===== src/logic/memPkg.sv =====
package memPkg;

    // the PC that the core fetches from after reset.
    localparam logic [31:0] resetVector = 32'hBFC00000;

    localparam int memWords = 1024;     // depth of the unified SRAM in words.
    localparam int memIndexBits = 10;   // the word index comes from address bits 11:2.

    // width of a single load or store.
    typedef enum logic [1:0] {
        sizeByte = 2'd0,
        sizeHalf = 2'd1,
        sizeWord = 2'd2
    } accessSize;

    // one request toward the SRAM port.
    typedef struct packed {
        logic        valid;        // request is present this cycle.
        logic        write;        // store when set, otherwise a read.
        logic [31:0] addr;         // byte address, word aligned by the requester.
        logic [31:0] wdata;        // store data already placed on its lanes.
        logic [3:0]  byteEnable;   // one bit per byte lane of wdata.
    } memRequest;

    // the SRAM answer, one cycle after a granted request.
    typedef struct packed {
        logic        valid;
        logic [31:0] rdata;        // undefined after a write.
    } memResponse;

    // a load or store as the pipeline hands it to the data unit.
    typedef struct packed {
        logic        write;
        accessSize   size;
        logic        signedLoad;   // sign-extend a byte or halfword load.
        logic [31:0] addr;
        logic [31:0] wdata;        // store value in the low bits.
    } dataCommand;

endpackage


===== src/logic/sramArbiter.sv =====
`timescale 1ns/100ps

module sramArbiter (
    input  logic               clk,
    input  logic               reset,
    input  memPkg::memRequest  dataMemReq,
    input  memPkg::memRequest  fetchReq,
    output memPkg::memRequest  sramReq,
    input  memPkg::memResponse sramResp,
    output memPkg::memResponse dataResp,
    output memPkg::memResponse fetchResp
);

    logic dataGranted;   // the data peer owned the port in the previous cycle.

    // the data peer always wins. Fetch gets the port otherwise.
    assign sramReq = dataMemReq.valid ? dataMemReq : fetchReq;

    always_ff @(posedge clk) begin
        if (reset) begin
            dataGranted <= 1'b0;
        end else begin
            dataGranted <= dataMemReq.valid;
        end
    end

    // read data goes to both peers. Only the owner sees valid.
    always_comb begin
        dataResp.valid = sramResp.valid && dataGranted;
        dataResp.rdata = sramResp.rdata;
        fetchResp.valid = sramResp.valid && !dataGranted;
        fetchResp.rdata = sramResp.rdata;
    end

    // a data request is answered to the data peer alone on the next cycle.
    assert property (@(posedge clk) disable iff (reset)
        dataMemReq.valid |=> (dataResp.valid && !fetchResp.valid));

    // an uncontested fetch is answered to fetch alone on the next cycle.
    assert property (@(posedge clk) disable iff (reset)
        (fetchReq.valid && !dataMemReq.valid) |=> (fetchResp.valid && !dataResp.valid));

endmodule


===== config.mk =====
export PLATFORM = sky130hd
export DESIGN_NAME = sramArbiter
export DESIGN_NICKNAME = d
export VERILOG_FILES = /design/src/logic/memPkg.sv /design/src/logic/sramArbiter.sv
export SDC_FILE = /design/constraint.sdc
export NUM_CORES = 1
export LEC_CHECK = 0
export ABC_AREA = 0
export BUFFER_PORTS_ARGS = -buffer_cell sky130_fd_sc_hd__buf_2
export CORE_AREA = 2 2 120 122
export CTS_CLUSTER_SIZE = 16
export DETAILED_ROUTE_END_ITERATION = 10
export DIE_AREA = 0 0 122 124
export SETUP_SLACK_MARGIN = 0.3
export SYNTH_ARGS = -nofsm -noshare
export SYNTH_HDL_FRONTEND = slang
export SYNTH_SLANG_ARGS = --single-unit
export TNS_END_PERCENT = 100

===== constraint.sdc =====
create_clock -name clk -period 1.1 [get_ports clk]
set_input_delay 0.22 -clock clk [delete_from_list [all_inputs] [get_ports clk]]
set_output_delay 0.22 -clock clk [all_outputs]
set_load 0.05 [all_outputs]

* Word-level counts from Yosys, hierarchy flattened
Index checks and enable logic that the tools add are counted.
** Cells by class
- Divide/modulo/power cells :: 0
- Bitwise gates (word level) :: 0
- Shifts and indexed selects :: 0
- Add/subtract/negate cells :: 0
- $lt $le $gt $ge :: 0
- Multipliers :: 0
- Reduce and logical (&&, ||, !) cells :: 3
- Eq/ne operators :: 0
- Multiplexer cells :: 1
** Operator list (count)
- 70-bit two-way mux :: 1
- 1-bit logical AND :: 2
- 1-bit zero test :: 1
** Storage, ports and cells
- ROM bits :: 0
- Bits in latches :: 0
- RAM bits :: 0
- Word-level logic and storage cells :: 5
- Bits in registers :: 1
- Output and inout port bits :: 136
- Memories :: 0

* Logic depth before layout (Yosys ltp)
Gate-level depths: netlist (run 1).
- Depth after elaboration :: 2
- Depth in mapped cells :: 3
- Depth with buffers taken out :: 1

* Worst setup path after synthesis (run 1)
No wires, ideal clock.
- Kind :: reg-to-output
- Start point :: register dataGranted
- End point :: output fetchResp[32] (netlist bit)
- Data required time :: 0.880 ns
- Cell stages (with the launch flop) :: 2
- Data arrival time :: 0.980 ns
- Path buffers :: 0
- Setup slack :: -0.100 ns
- Cells stage by stage :: dfxtp_1 > nor2b_1
** RTL lines
- from (decl) :: RTL line sramArbiter.sv:14 : logic dataGranted;
- from (signal assigned) :: RTL line sramArbiter.sv:23 : dataGranted <= dataMemReq.valid;
- to (decl) :: RTL line sramArbiter.sv:11 : output memPkg::memResponse fetchResp

==> results of run 1 <==
through the flow:
stage / util (%) / hold slack, ps / area [sq um] / std cells / power (mW)
floorplan: - / 292 / 1730 / 146 / 1.91
global placement: 18.1 / 378 / 2480 / 478 / 1.70
detailed placement: 18.1 / 378 / 2480 / 478 / 1.71
CTS: 23.0 / 369 / 3160 / 483 / 2.12
global route: 23.2 / 383 / 3180 / 483 / 2.21
finish: 23.2 / 368 / 3180 / 483 / 2.12
report_power, final:
part | switching (mW) | internal, mW | total (mW)
clock | 0 | 0 | 0
combinational | 1.09 | 0.986 | 2.08
sequential | 0.00268 | 0.0381 | 0.0407
final cells by class:
cell class / instances / area, sq um
fill: 1490 / 10500
timing repair buffer: 229 / 1860
multi-input combinational: 73 / 1070
tap: 180 / 225
sequential: 1 / 23.8
synthesized netlist by cell type (all sizes together):
cell	count	area (sq um)
and2	1	6.26
dfxtp	1	20.0
mux2	69	1030
buf	72	632
or2	1	6.26
nor2b	2	12.5
path summary, 6_finish.rpt:
path,slack [ps],endpoint,startpoint
worst min-delay path,370,dataGranted$_SDFF_PP0_,reset
worst max-delay path,-110,sramReq[6],dataMemReq[69]
layer usage:
layer / track usage, % / share of wire [%] / up-vias
met3: 1.24 / 9.7 / 17
met2: 13.0 / 53 / 125
li1: - / - / 753
met5: 0 / 0 / -
met1: 8.28 / 36 / 671
met4: 1.29 / 1.5 / 0
timing repair:
item / CTS / global route
cloned: 5 / 0
resized for setup: 171 / 6
setup endpoints to repair: 73 / 72
logic make-up after synthesis:
group,count (synthesis),share of synthesized area (%)
DFF,1,1.17
buffers and inverters,72,37.0
and+or+nand+nor,4,1.46
muxes,69,60.4
==> impl_results.html, run 1 <==
<table>
<tr><th>Metric</th><th>Value</th></tr>
<tr><th colspan="2">Route</th></tr>
<tr><td>DRC violation count after routing</td><td>0</td></tr>
<tr><td>DRT antenna net count</td><td>0</td></tr>
<tr><td>Vias per Instance</td><td>3.24</td></tr>
<tr><td>1st-pass router iterations</td><td>2</td></tr>
<tr><td>Number of vias after detailed routing</td><td>1,566</td></tr>
<tr><td>Post-Route WL</td><td>6.11 mm</td></tr>
<tr><td>Drt initial violations</td><td>9</td></tr>
<tr><td>Average wire per cell in the routed design</td><td>12.6 um</td></tr>
<tr><th colspan="2">Timing</th></tr>
<tr><td>Setup repair after global routing missed its margin</td><td>yes</td></tr>
<tr><td>Max-slew headroom at the worst pin</td><td>92.0%</td></tr>
<tr><td>Max-slew violation count</td><td>0</td></tr>
<tr><td>Tcrit/Tclk final</td><td>110%</td></tr>
<tr><td>Number of endpoints with negative hold slack in the final report</td><td>0</td></tr>
<tr><td>Achievable frequency</td><td>0.826 GHz</td></tr>
<tr><td>Final worst path period need</td><td>1210 ps</td></tr>
<tr><td>Final count of negative-setup-slack endpoints</td><td>70</td></tr>
<tr><td>Sum Neg Setup Slack</td><td>-5090 ps</td></tr>
<tr><td>Final worst setup slack</td><td>-110 ps</td></tr>
<tr><td>Transition at the pin with the smallest max-transition slack</td><td>121 ps</td></tr>
<tr><th colspan="2">Floorplan</th></tr>
<tr><td>Core Area</td><td>13,700 sq um</td></tr>
<tr><td>Number of ports placed on the die boundary</td><td>311</td></tr>
<tr><td>Die height</td><td>124 um</td></tr>
<tr><td>Starting density of the core</td><td>12.5%</td></tr>
<tr><td>Full die area</td><td>15,100 sq um</td></tr>
<tr><td>Standard-cell row count</td><td>43</td></tr>
<tr><td>Die outline width</td><td>122 um</td></tr>
<tr><th colspan="2">Setup path</th></tr>
<tr><td>Critical path start-end classification</td><td>primary input to output port</td></tr>
<tr><td>Series of cell instances along the critical path</td><td>buf_16, buf_16, mux2_4, buf_6</td></tr>
<tr><td>Critical Path Start Type</td><td>primary input</td></tr>
<tr><td>Worst-path fanout max</td><td>9</td></tr>
<tr><td>Worst endpoint data arrival time</td><td>990 ps</td></tr>
<tr><td>Slowest stage cell, crit path</td><td>mux2_4</td></tr>
<tr><td>Total number of cells along the worst setup path</td><td>4</td></tr>
<tr><td>Buf/Inv on CP</td><td>3</td></tr>
<tr><td>Req. time, crit path</td><td>880 ps</td></tr>
<tr><td>Biggest cell delay along the critical path</td><td>310 ps</td></tr>
<tr><td>Gate family responsible for the most delay along the worst path</td><td>buffers and inverters</td></tr>
<tr><td>Most frequent CP cell</td><td>buf_16</td></tr>
<tr><td>Kind of end point of the critical path</td><td>output port</td></tr>
<tr><th colspan="2">GRT</th></tr>
<tr><td>Initial antenna violation count</td><td>0</td></tr>
<tr><td>Via count of the first global-routing pass</td><td>1,571</td></tr>
<tr><td>Pin count of the biggest net entering global routing</td><td>10</td></tr>
<tr><td>Congestion Overflow GR</td><td>0</td></tr>
<tr><td>Global-route wire length before repair</td><td>8.15 mm</td></tr>
<tr><td>Global routing usage summed across all routing layers</td><td>6.94%</td></tr>
<tr><th colspan="2">Layout</th></tr>
<tr><td>ANT cells</td><td>0</td></tr>
<tr><td>Number of flip-flops under the largest register name</td><td>1</td></tr>
<tr><td>Most used cells in the layout excluding fill and tap cells</td><td>140 x buf_2, 68 x mux2_4, 65 x buf_6</td></tr>
<tr><td>Area growth from synthesis to layout</td><td>86.2%</td></tr>
<tr><td>Proportion of layout cells with a drive suffix above 1</td><td>99.7%</td></tr>
<tr><td>Registers with the highest flip-flop counts</td><td>dataGranted (1)</td></tr>
<tr><td>Most common library cell in the layout ignoring fill and taps</td><td>buf_2</td></tr>
<tr><td>Count of nets after finishing</td><td>480</td></tr>
<tr><td>Reg with most FFs</td><td>dataGranted</td></tr>
<tr><th colspan="2">Yosys</th></tr>
<tr><td>Part of the Yosys area used for sequential elements</td><td>1.17%</td></tr>
<tr><td>Number of warnings printed during yosys synthesis</td><td>0</td></tr>
<tr><td>Count of cell types in the netlist</td><td>9</td></tr>
<tr><td>#FFs+latches synth</td><td>1</td></tr>
<tr><td>Avg Synthesized Cell Area</td><td>11.7 sq um</td></tr>
<tr><td>Post-Syn Nets</td><td>321</td></tr>
<tr><td>Syn Inst Count</td><td>146</td></tr>
<tr><td>Cell area after synthesis</td><td>1710 sq um</td></tr>
<tr><th colspan="2">Power</th></tr>
<tr><td>Pwr dens</td><td>666 nW/um^2</td></tr>
<tr><td>P_leak</td><td>1.74 nW</td></tr>
<tr><td>Worst ir drop on vdd</td><td>0.000240 V</td></tr>
<tr><th colspan="2">Run status</th></tr>
<tr><td>Violations in the final reports</td><td>setup timing</td></tr>
<tr><td>Status</td><td>finished, violations left</td></tr>
<tr><th colspan="2">Hold path</th></tr>
<tr><td>Number of stages on the worst hold path</td><td>2</td></tr>
<tr><td>Worst min path class</td><td>primary input to flop</td></tr>
<tr><th colspan="2">Clock network</th></tr>
<tr><td>Clock-pin slew on the worst setup and hold paths</td><td>0 ps</td></tr>
<tr><td>Number of buffers added for setup after CTS</td><td>0</td></tr>
<tr><td>Count of hold-fix buffers inserted at cts</td><td>0</td></tr>
<tr><th colspan="2">Place</th></tr>
<tr><td>Routability congestion estimate from global placement</td><td>0.751</td></tr>
<tr><td>Port bufs</td><td>214</td></tr>
<tr><td>Post-place setup slack</td><td>-321 ps</td></tr>
<tr><td>Dpl hpwl</td><td>4.82 mm</td></tr>
<tr><th colspan="2">Flow run</th></tr>
<tr><td>Number of maximum-capacitance constraint violations</td><td>0</td></tr>
</table>
Power figures use the tool's default switching activity.
==> run 2, diff against run 1 <==
Settings changed: RECOVER_POWER set to 50, SKIP_LAST_GASP set to 1.
==> impl_results.html, run 2 (synthesized netlist as in run 1, its figures left out) <==
<table>
<tr><th>Metric</th><th>Value</th></tr>
<tr><th colspan="2">Run status</th></tr>
<tr><td>Status</td><td>finished, violations left</td></tr>
<tr><td>Violations in the final reports</td><td>setup timing</td></tr>
<tr><th colspan="2">Timing</th></tr>
<tr><td>Final worst setup slack</td><td>-118 ps</td></tr>
<tr><td>Max-slew headroom at the worst pin</td><td>90.3%</td></tr>
<tr><td>Transition at the pin with the smallest max-transition slack</td><td>146 ps</td></tr>
<tr><td>Final count of negative-setup-slack endpoints</td><td>70</td></tr>
<tr><td>Final worst path period need</td><td>1220 ps</td></tr>
<tr><td>Tcrit/Tclk final</td><td>111%</td></tr>
<tr><td>Max-slew violation count</td><td>0</td></tr>
<tr><td>Number of endpoints with negative hold slack in the final report</td><td>0</td></tr>
<tr><td>Setup repair after global routing missed its margin</td><td>yes</td></tr>
<tr><td>Worst hold slack</td><td>368 ps</td></tr>
<tr><td>Achievable frequency</td><td>0.821 GHz</td></tr>
<tr><th colspan="2">Setup path</th></tr>
<tr><td>Most frequent CP cell</td><td>buf_16</td></tr>
<tr><td>Worst-path fanout max</td><td>9</td></tr>
<tr><td>Series of cell instances along the critical path</td><td>buf_16, buf_16, mux2_4, buf_4</td></tr>
<tr><td>Worst setup path startpoint</td><td>dataMemReq[69]</td></tr>
<tr><td>Kind of end point of the critical path</td><td>output port</td></tr>
<tr><td>Biggest cell delay along the critical path</td><td>290 ps</td></tr>
<tr><td>Critical path start-end classification</td><td>primary input to output port</td></tr>
<tr><td>Gate family responsible for the most delay along the worst path</td><td>buffers and inverters</td></tr>
<tr><td>Critical Path Start Type</td><td>primary input</td></tr>
<tr><td>Req. time, crit path</td><td>880 ps</td></tr>
<tr><td>Buf/Inv on CP</td><td>3</td></tr>
<tr><td>Slowest stage cell, crit path</td><td>mux2_4</td></tr>
<tr><td>Worst endpoint data arrival time</td><td>1000 ps</td></tr>
<tr><th colspan="2">Layout</th></tr>
<tr><td>Most used cells in the layout excluding fill and tap cells</td><td>140 x buf_2, 68 x mux2_4, 59 x buf_6</td></tr>
<tr><td>Number of flip-flops under the largest register name</td><td>1</td></tr>
<tr><td>Reg with most FFs</td><td>dataGranted</td></tr>
<tr><td>Post-route non-filler standard cell count</td><td>483</td></tr>
<tr><td>Proportion of layout cells with a drive suffix above 1</td><td>99.7%</td></tr>
<tr><td>Registers with the highest flip-flop counts</td><td>dataGranted (1)</td></tr>
<tr><td>ANT cells</td><td>0</td></tr>
<tr><td>Most common library cell in the layout ignoring fill and taps</td><td>buf_2</td></tr>
<tr><td>Count of nets after finishing</td><td>480</td></tr>
<tr><td>Area growth from synthesis to layout</td><td>84.8%</td></tr>
<tr><th colspan="2">Floorplan</th></tr>
<tr><td>Core Area</td><td>13,700 sq um</td></tr>
<tr><td>Standard-cell row count</td><td>43</td></tr>
<tr><td>Starting density of the core</td><td>12.5%</td></tr>
<tr><td>Die height</td><td>124 um</td></tr>
<tr><td>Number of ports placed on the die boundary</td><td>311</td></tr>
<tr><td>Die outline width</td><td>122 um</td></tr>
<tr><td>Full die area</td><td>15,100 sq um</td></tr>
<tr><th colspan="2">Route</th></tr>
<tr><td>Vias per Instance</td><td>3.25</td></tr>
<tr><td>Average wire per cell in the routed design</td><td>12.6 um</td></tr>
<tr><td>DRT antenna net count</td><td>0</td></tr>
<tr><td>Drt initial violations</td><td>17</td></tr>
<tr><td>Number of vias after detailed routing</td><td>1,571</td></tr>
<tr><td>DRC violation count after routing</td><td>0</td></tr>
<tr><td>Post-Route WL</td><td>6.08 mm</td></tr>
<tr><td>1st-pass router iterations</td><td>4</td></tr>
<tr><th colspan="2">Clock network</th></tr>
<tr><td>Count of hold-fix buffers inserted at cts</td><td>0</td></tr>
<tr><td>Number of buffers added for setup after CTS</td><td>0</td></tr>
<tr><td>Clock-pin slew on the worst setup and hold paths</td><td>0 ps</td></tr>
<tr><th colspan="2">GRT</th></tr>
<tr><td>Pin count of the biggest net entering global routing</td><td>10</td></tr>
<tr><td>Global routing usage summed across all routing layers</td><td>6.91%</td></tr>
<tr><td>Initial antenna violation count</td><td>0</td></tr>
<tr><td>Congestion Overflow GR</td><td>0</td></tr>
<tr><td>Global-route wire length before repair</td><td>8.11 mm</td></tr>
<tr><td>Via count of the first global-routing pass</td><td>1,560</td></tr>
<tr><th colspan="2">Hold path</th></tr>
<tr><td>Number of stages on the worst hold path</td><td>2</td></tr>
<tr><td>Worst-case hold path end point</td><td>dataGranted$_SDFF_PP0_</td></tr>
<tr><td>Worst min path class</td><td>primary input to flop</td></tr>
<tr><td>Origin of the worst min-delay path</td><td>reset</td></tr>
<tr><th colspan="2">Place</th></tr>
<tr><td>Routability congestion estimate from global placement</td><td>0.751</td></tr>
<tr><td>Placed cells</td><td>478</td></tr>
<tr><td>Post-place setup slack</td><td>-321 ps</td></tr>
<tr><td>Port bufs</td><td>214</td></tr>
<tr><td>Dpl hpwl</td><td>4.82 mm</td></tr>
<tr><th colspan="2">Power</th></tr>
<tr><td>Pwr dens</td><td>667 nW/um^2</td></tr>
<tr><td>P_leak</td><td>1.73 nW</td></tr>
<tr><td>Worst ir drop on vdd</td><td>0.000240 V</td></tr>
<tr><th colspan="2">Flow run</th></tr>
<tr><td>Number of maximum-capacitance constraint violations</td><td>0</td></tr>
</table>
[run 2: changes by cell type in the layout (fill, tap and decap cells not counted)]
cell	before	now
buf_4	2	8
buf_6	65	59
[run 2: cell type report]
class	count	area, sq um
well taps	180	225
fillers	1493	10600
multi-input cells	73	1070
flip-flops and latches	1	23.8
repair buffers	229	1840
[run 2: metrics by stage]
stage          power [mW]  utilization [%]  area (sq um)  TNS, ps
2_1_floorplan        1.91                -          1730        0
3_3_place_gp         1.70             18.1          2480   -16500
3_5_place_dp         1.71             18.1          2480   -17400
4_1_cts              2.10             22.7          3120    -6060
5_1_grt              2.19             23.0          3160    -6650
6_report             2.11             23.0          3160    -5260
[run 2: timing repair]
action	4_1_cts	5_1_grt
resized for setup	161	10
setup endpoints to repair	73	72
cloned	5	0
[run 2: worst max path at each step]
stage             endpoint  cells after the start
3_3_place_gp   sramReq[20]                      4
3_5_place_dp   sramReq[20]                      4
4_1_cts        sramReq[20]                      4
5_1_grt        sramReq[24]                      4
2_1_floorplan   sramReq[0]                      3
6_report       sramReq[24]                      4
[run 2: power breakdown]
part	switching, mW	total [mW]	internal, mW
Clock	0	0	0
Sequential	0.00268	0.0407	0.0381
Combinational	1.09	2.07	0.975
Total	1.09	2.11	1.01
[run 2: metal layers]
metal | up-vias | share of wire (%) | GRT usage [%]
met2 | 125 | 52 | 12.9
li1 | 753 | - | -
met1 | 676 | 36 | 8.28
met3 | 17 | 9.8 | 1.24
met4 | 0 | 1.5 | 1.29
met5 | - | 0 | 0
==> run 3, diff against run 2 <==
Settings changed: ABC_AREA 0 to 1, CORE_AREA 2 2 120 122 to 2 2 121 123, DIE_AREA 0 0 122 124 to 0 0 123 125.
==> impl_results.html, run 3 <==
<table>
<tr><th>Metric</th><th>Value</th></tr>
<tr><th colspan="2">Run status</th></tr>
<tr><td>Status</td><td>finished, violations left</td></tr>
<tr><td>Violations in the final reports</td><td>setup timing</td></tr>
<tr><th colspan="2">Yosys</th></tr>
<tr><td>Post-Syn Nets</td><td>469</td></tr>
<tr><td>Syn Inst Count</td><td>294</td></tr>
<tr><td>Most instantiated library cell after synthesis</td><td>nand2_1</td></tr>
<tr><td>Number of warnings printed during yosys synthesis</td><td>0</td></tr>
<tr><td>#FFs+latches synth</td><td>1</td></tr>
<tr><td>Prevailing post-synth register cell</td><td>dfxtp_1</td></tr>
<tr><td>Count of cell types in the netlist</td><td>9</td></tr>
<tr><td>Part of the Yosys area used for sequential elements</td><td>1.39%</td></tr>
<tr><td>Cell area after synthesis</td><td>1440 sq um</td></tr>
<tr><td>Yosys top cell area share</td><td>54.2%</td></tr>
<tr><td>Avg Synthesized Cell Area</td><td>4.90 sq um</td></tr>
<tr><td>Share of flip-flops with an asynchronous set or reset after synthesis</td><td>0%</td></tr>
<tr><td>Leading cell types by count after synthesis</td><td>208 x nand2_1, 64 x buf_4, 9 x buf_6</td></tr>
<tr><td>Most area-consuming cells after synthesis</td><td>nand2_1 54%, buf_4 33%, buf_6 7.0%</td></tr>
<tr><td>Top cell type by total area after synthesis</td><td>nand2_1</td></tr>
<tr><td>EDFF count, synth</td><td>0</td></tr>
<tr><th colspan="2">Route</th></tr>
<tr><td>Post-Route WL</td><td>8.67 mm</td></tr>
<tr><td>1st-pass router iterations</td><td>4</td></tr>
<tr><td>Number of vias after detailed routing</td><td>2,348</td></tr>
<tr><td>DRT antenna net count</td><td>0</td></tr>
<tr><td>Drt initial violations</td><td>21</td></tr>
<tr><td>Average wire per cell in the routed design</td><td>13.6 um</td></tr>
<tr><td>DRC violation count after routing</td><td>0</td></tr>
<tr><td>Vias per Instance</td><td>3.67</td></tr>
<tr><th colspan="2">Setup path</th></tr>
<tr><td>Biggest cell delay along the critical path</td><td>140 ps</td></tr>
<tr><td>Slowest stage cell, crit path</td><td>buf_12</td></tr>
<tr><td>Worst endpoint data arrival time</td><td>1020 ps</td></tr>
<tr><td>Kind of end point of the critical path</td><td>output port</td></tr>
<tr><td>Critical path start-end classification</td><td>primary input to output port</td></tr>
<tr><td>Series of cell instances along the critical path</td><td>buf_12, inv_12, buf_12, buf_12, buf_6, nand2_4, nand2_8, buf_12</td></tr>
<tr><td>Critical Path Start Type</td><td>primary input</td></tr>
<tr><td>Worst-path fanout max</td><td>6</td></tr>
<tr><td>Req. time, crit path</td><td>880 ps</td></tr>
<tr><td>Most frequent CP cell</td><td>buf_12</td></tr>
<tr><th colspan="2">Layout</th></tr>
<tr><td>Proportion of layout cells with a drive suffix above 1</td><td>85.5%</td></tr>
<tr><td>Most used cells in the layout excluding fill and tap cells</td><td>140 x buf_2, 96 x nand2_4, 64 x nand2_1</td></tr>
<tr><td>Fill cell total of the finished layout</td><td>1,470</td></tr>
<tr><td>Area growth from synthesis to layout</td><td>194%</td></tr>
<tr><td>ANT cells</td><td>0</td></tr>
<tr><td>Count of nets after finishing</td><td>632</td></tr>
<tr><td>Reg with most FFs</td><td>dataGranted</td></tr>
<tr><td>Combined area of the multi-input logic cells</td><td>1680 sq um</td></tr>
<tr><td>Number of flip-flops under the largest register name</td><td>1</td></tr>
<tr><td>Registers with the highest flip-flop counts</td><td>dataGranted (1)</td></tr>
<tr><td>Most common library cell in the layout ignoring fill and taps</td><td>buf_2</td></tr>
<tr><td>Sequential cell area</td><td>21.3 sq um</td></tr>
<tr><th colspan="2">Timing</th></tr>
<tr><td>Setup repair after global routing missed its margin</td><td>yes</td></tr>
<tr><td>Sum Neg Setup Slack</td><td>-4710 ps</td></tr>
<tr><td>Final count of negative-setup-slack endpoints</td><td>62</td></tr>
<tr><td>Max-slew violation count</td><td>0</td></tr>
<tr><td>Final worst path period need</td><td>1240 ps</td></tr>
<tr><td>Transition at the pin with the smallest max-transition slack</td><td>162 ps</td></tr>
<tr><td>Final worst setup slack</td><td>-136 ps</td></tr>
<tr><td>Max-slew headroom at the worst pin</td><td>89.2%</td></tr>
<tr><td>Tcrit/Tclk final</td><td>112%</td></tr>
<tr><td>Achievable frequency</td><td>0.809 GHz</td></tr>
<tr><td>Number of endpoints with negative hold slack in the final report</td><td>0</td></tr>
<tr><th colspan="2">Power</th></tr>
<tr><td>Proportion of total power due to net switching</td><td>55.7%</td></tr>
<tr><td>Psw</td><td>1.47 mW</td></tr>
<tr><td>Internal power</td><td>1.17 mW</td></tr>
<tr><td>P_leak</td><td>2.26 nW</td></tr>
<tr><td>Pwr dens</td><td>625 nW/um^2</td></tr>
<tr><td>Worst ir drop on vdd</td><td>0.000239 V</td></tr>
<tr><td>Fraction of power consumed by the clock network</td><td>0%</td></tr>
<tr><td>Gate power share</td><td>98.4%</td></tr>
<tr><td>Fraction of power consumed by sequential logic</td><td>1.6%</td></tr>
<tr><td>Power Total</td><td>2.65 mW</td></tr>
<tr><th colspan="2">Hold path</th></tr>
<tr><td>Worst min path class</td><td>primary input to flop</td></tr>
<tr><th colspan="2">Place</th></tr>
<tr><td>Dpl hpwl</td><td>5.38 mm</td></tr>
<tr><td>Port bufs</td><td>214</td></tr>
<tr><td>Routability congestion estimate from global placement</td><td>0.737</td></tr>
<tr><th colspan="2">GRT</th></tr>
<tr><td>Global-route wire length before repair</td><td>12.1 mm</td></tr>
<tr><td>Initial antenna violation count</td><td>0</td></tr>
<tr><td>Via count of the first global-routing pass</td><td>2,428</td></tr>
<tr><td>Congestion Overflow GR</td><td>0</td></tr>
<tr><td>Global routing usage summed across all routing layers</td><td>10.1%</td></tr>
<tr><td>Pin count of the biggest net entering global routing</td><td>34</td></tr>
<tr><th colspan="2">Floorplan</th></tr>
<tr><td>Die outline width</td><td>123 um</td></tr>
<tr><td>Number of ports placed on the die boundary</td><td>311</td></tr>
<tr><td>Standard-cell row count</td><td>44</td></tr>
<tr><td>Core Area</td><td>14,200 sq um</td></tr>
<tr><td>Starting density of the core</td><td>10.1%</td></tr>
<tr><td>Die height</td><td>125 um</td></tr>
<tr><td>Full die area</td><td>15,400 sq um</td></tr>
<tr><th colspan="2">Clock network</th></tr>
<tr><td>Count of hold-fix buffers inserted at cts</td><td>0</td></tr>
<tr><td>Clock-pin slew on the worst setup and hold paths</td><td>0 ps</td></tr>
<tr><th colspan="2">Flow run</th></tr>
<tr><td>Number of maximum-capacitance constraint violations</td><td>0</td></tr>
</table>
## run 3: cell types whose count changed in the layout (fill, tap and decap cells not counted), sizes merged, moves of 2 or more
cell	delta
inv	+2
buf	+10
nand2	+208
mux2	-69
nor2b	-2
nor2	+2
## run 3: layer usage
layer	GRT usage [%]	vias up	wire, um	share of wire (%)
met4	1.67	0	115	1.3
met2	20.6	158	4670	54
met3	1.55	15	664	7.7
met1	10.7	1045	3220	37
li1	-	1130	-	-
met5	0	-	0	0
## run 3: worst max-delay path, delay by kind of cell
| family | cells | cell delay (ps) |
|---|---|---|
| simple gates | 2 | 120 |
| buf+inv | 6 | 660 |
## run 3: cell families after synthesis
logic type | share of synthesized area [%]
buffers and inverters | 43.4
flip-flops | 1.39
AND/OR/NAND/NOR | 55.2
## run 3: path summary, 6_finish.rpt
path | start | end | slack (ps) | cells after the start
worst max-delay path | dataMemReq[69] | sramReq[58] | -140 | 8
worst min-delay path | reset | dataGranted$_SDFF_PP0_ | 380 | 2
## run 3: stage by stage
stage               setup WS (ps)  instances  util, %  instance area, sq um  hold WS (ps)
finish                       -136        639     29.8                  4240           376
global route                 -170        639     29.8                  4240           380
CTS                          -141        637     28.8                  4090           379
detailed placement           -254        621     20.1                  2860           386
global placement             -243        621     20.1                  2860           388
floorplan                     109        294        -                  2050           292
## run 3: layout make-up
type                            instances  share of cell area (%)
Inverter                                3                   0.650
Multi-Input combinational cell        211                    39.7
Sequential cell                         1                   0.502
Tap cell                              184                    5.44
Timing Repair Buffer                  240                    53.7
## run 3: what timing repair did
| action | CTS | global route |
|---|---|---|
| setup endpoints to repair | 73 | 73 |
| cloned | 8 | 2 |
| gates resized for setup | 284 | 31 |
| setup buffers | 8 | 0 |
| pin swaps | 3 | 2 |
## run 3: power by group through the flow
| stage | Combinational (mW) | Clock [mW] | Sequential, mW |
|---|---|---|---|
| floorplan | 1.94 | 0 | 0.0404 |
| global placement | 1.80 | 0 | 0.0406 |
| detailed placement | 1.81 | 0 | 0.0406 |
| CTS | 2.55 | 0 | 0.0411 |
| global route | 2.73 | 0 | 0.0419 |
| finish | 2.61 | 0 | 0.0418 |
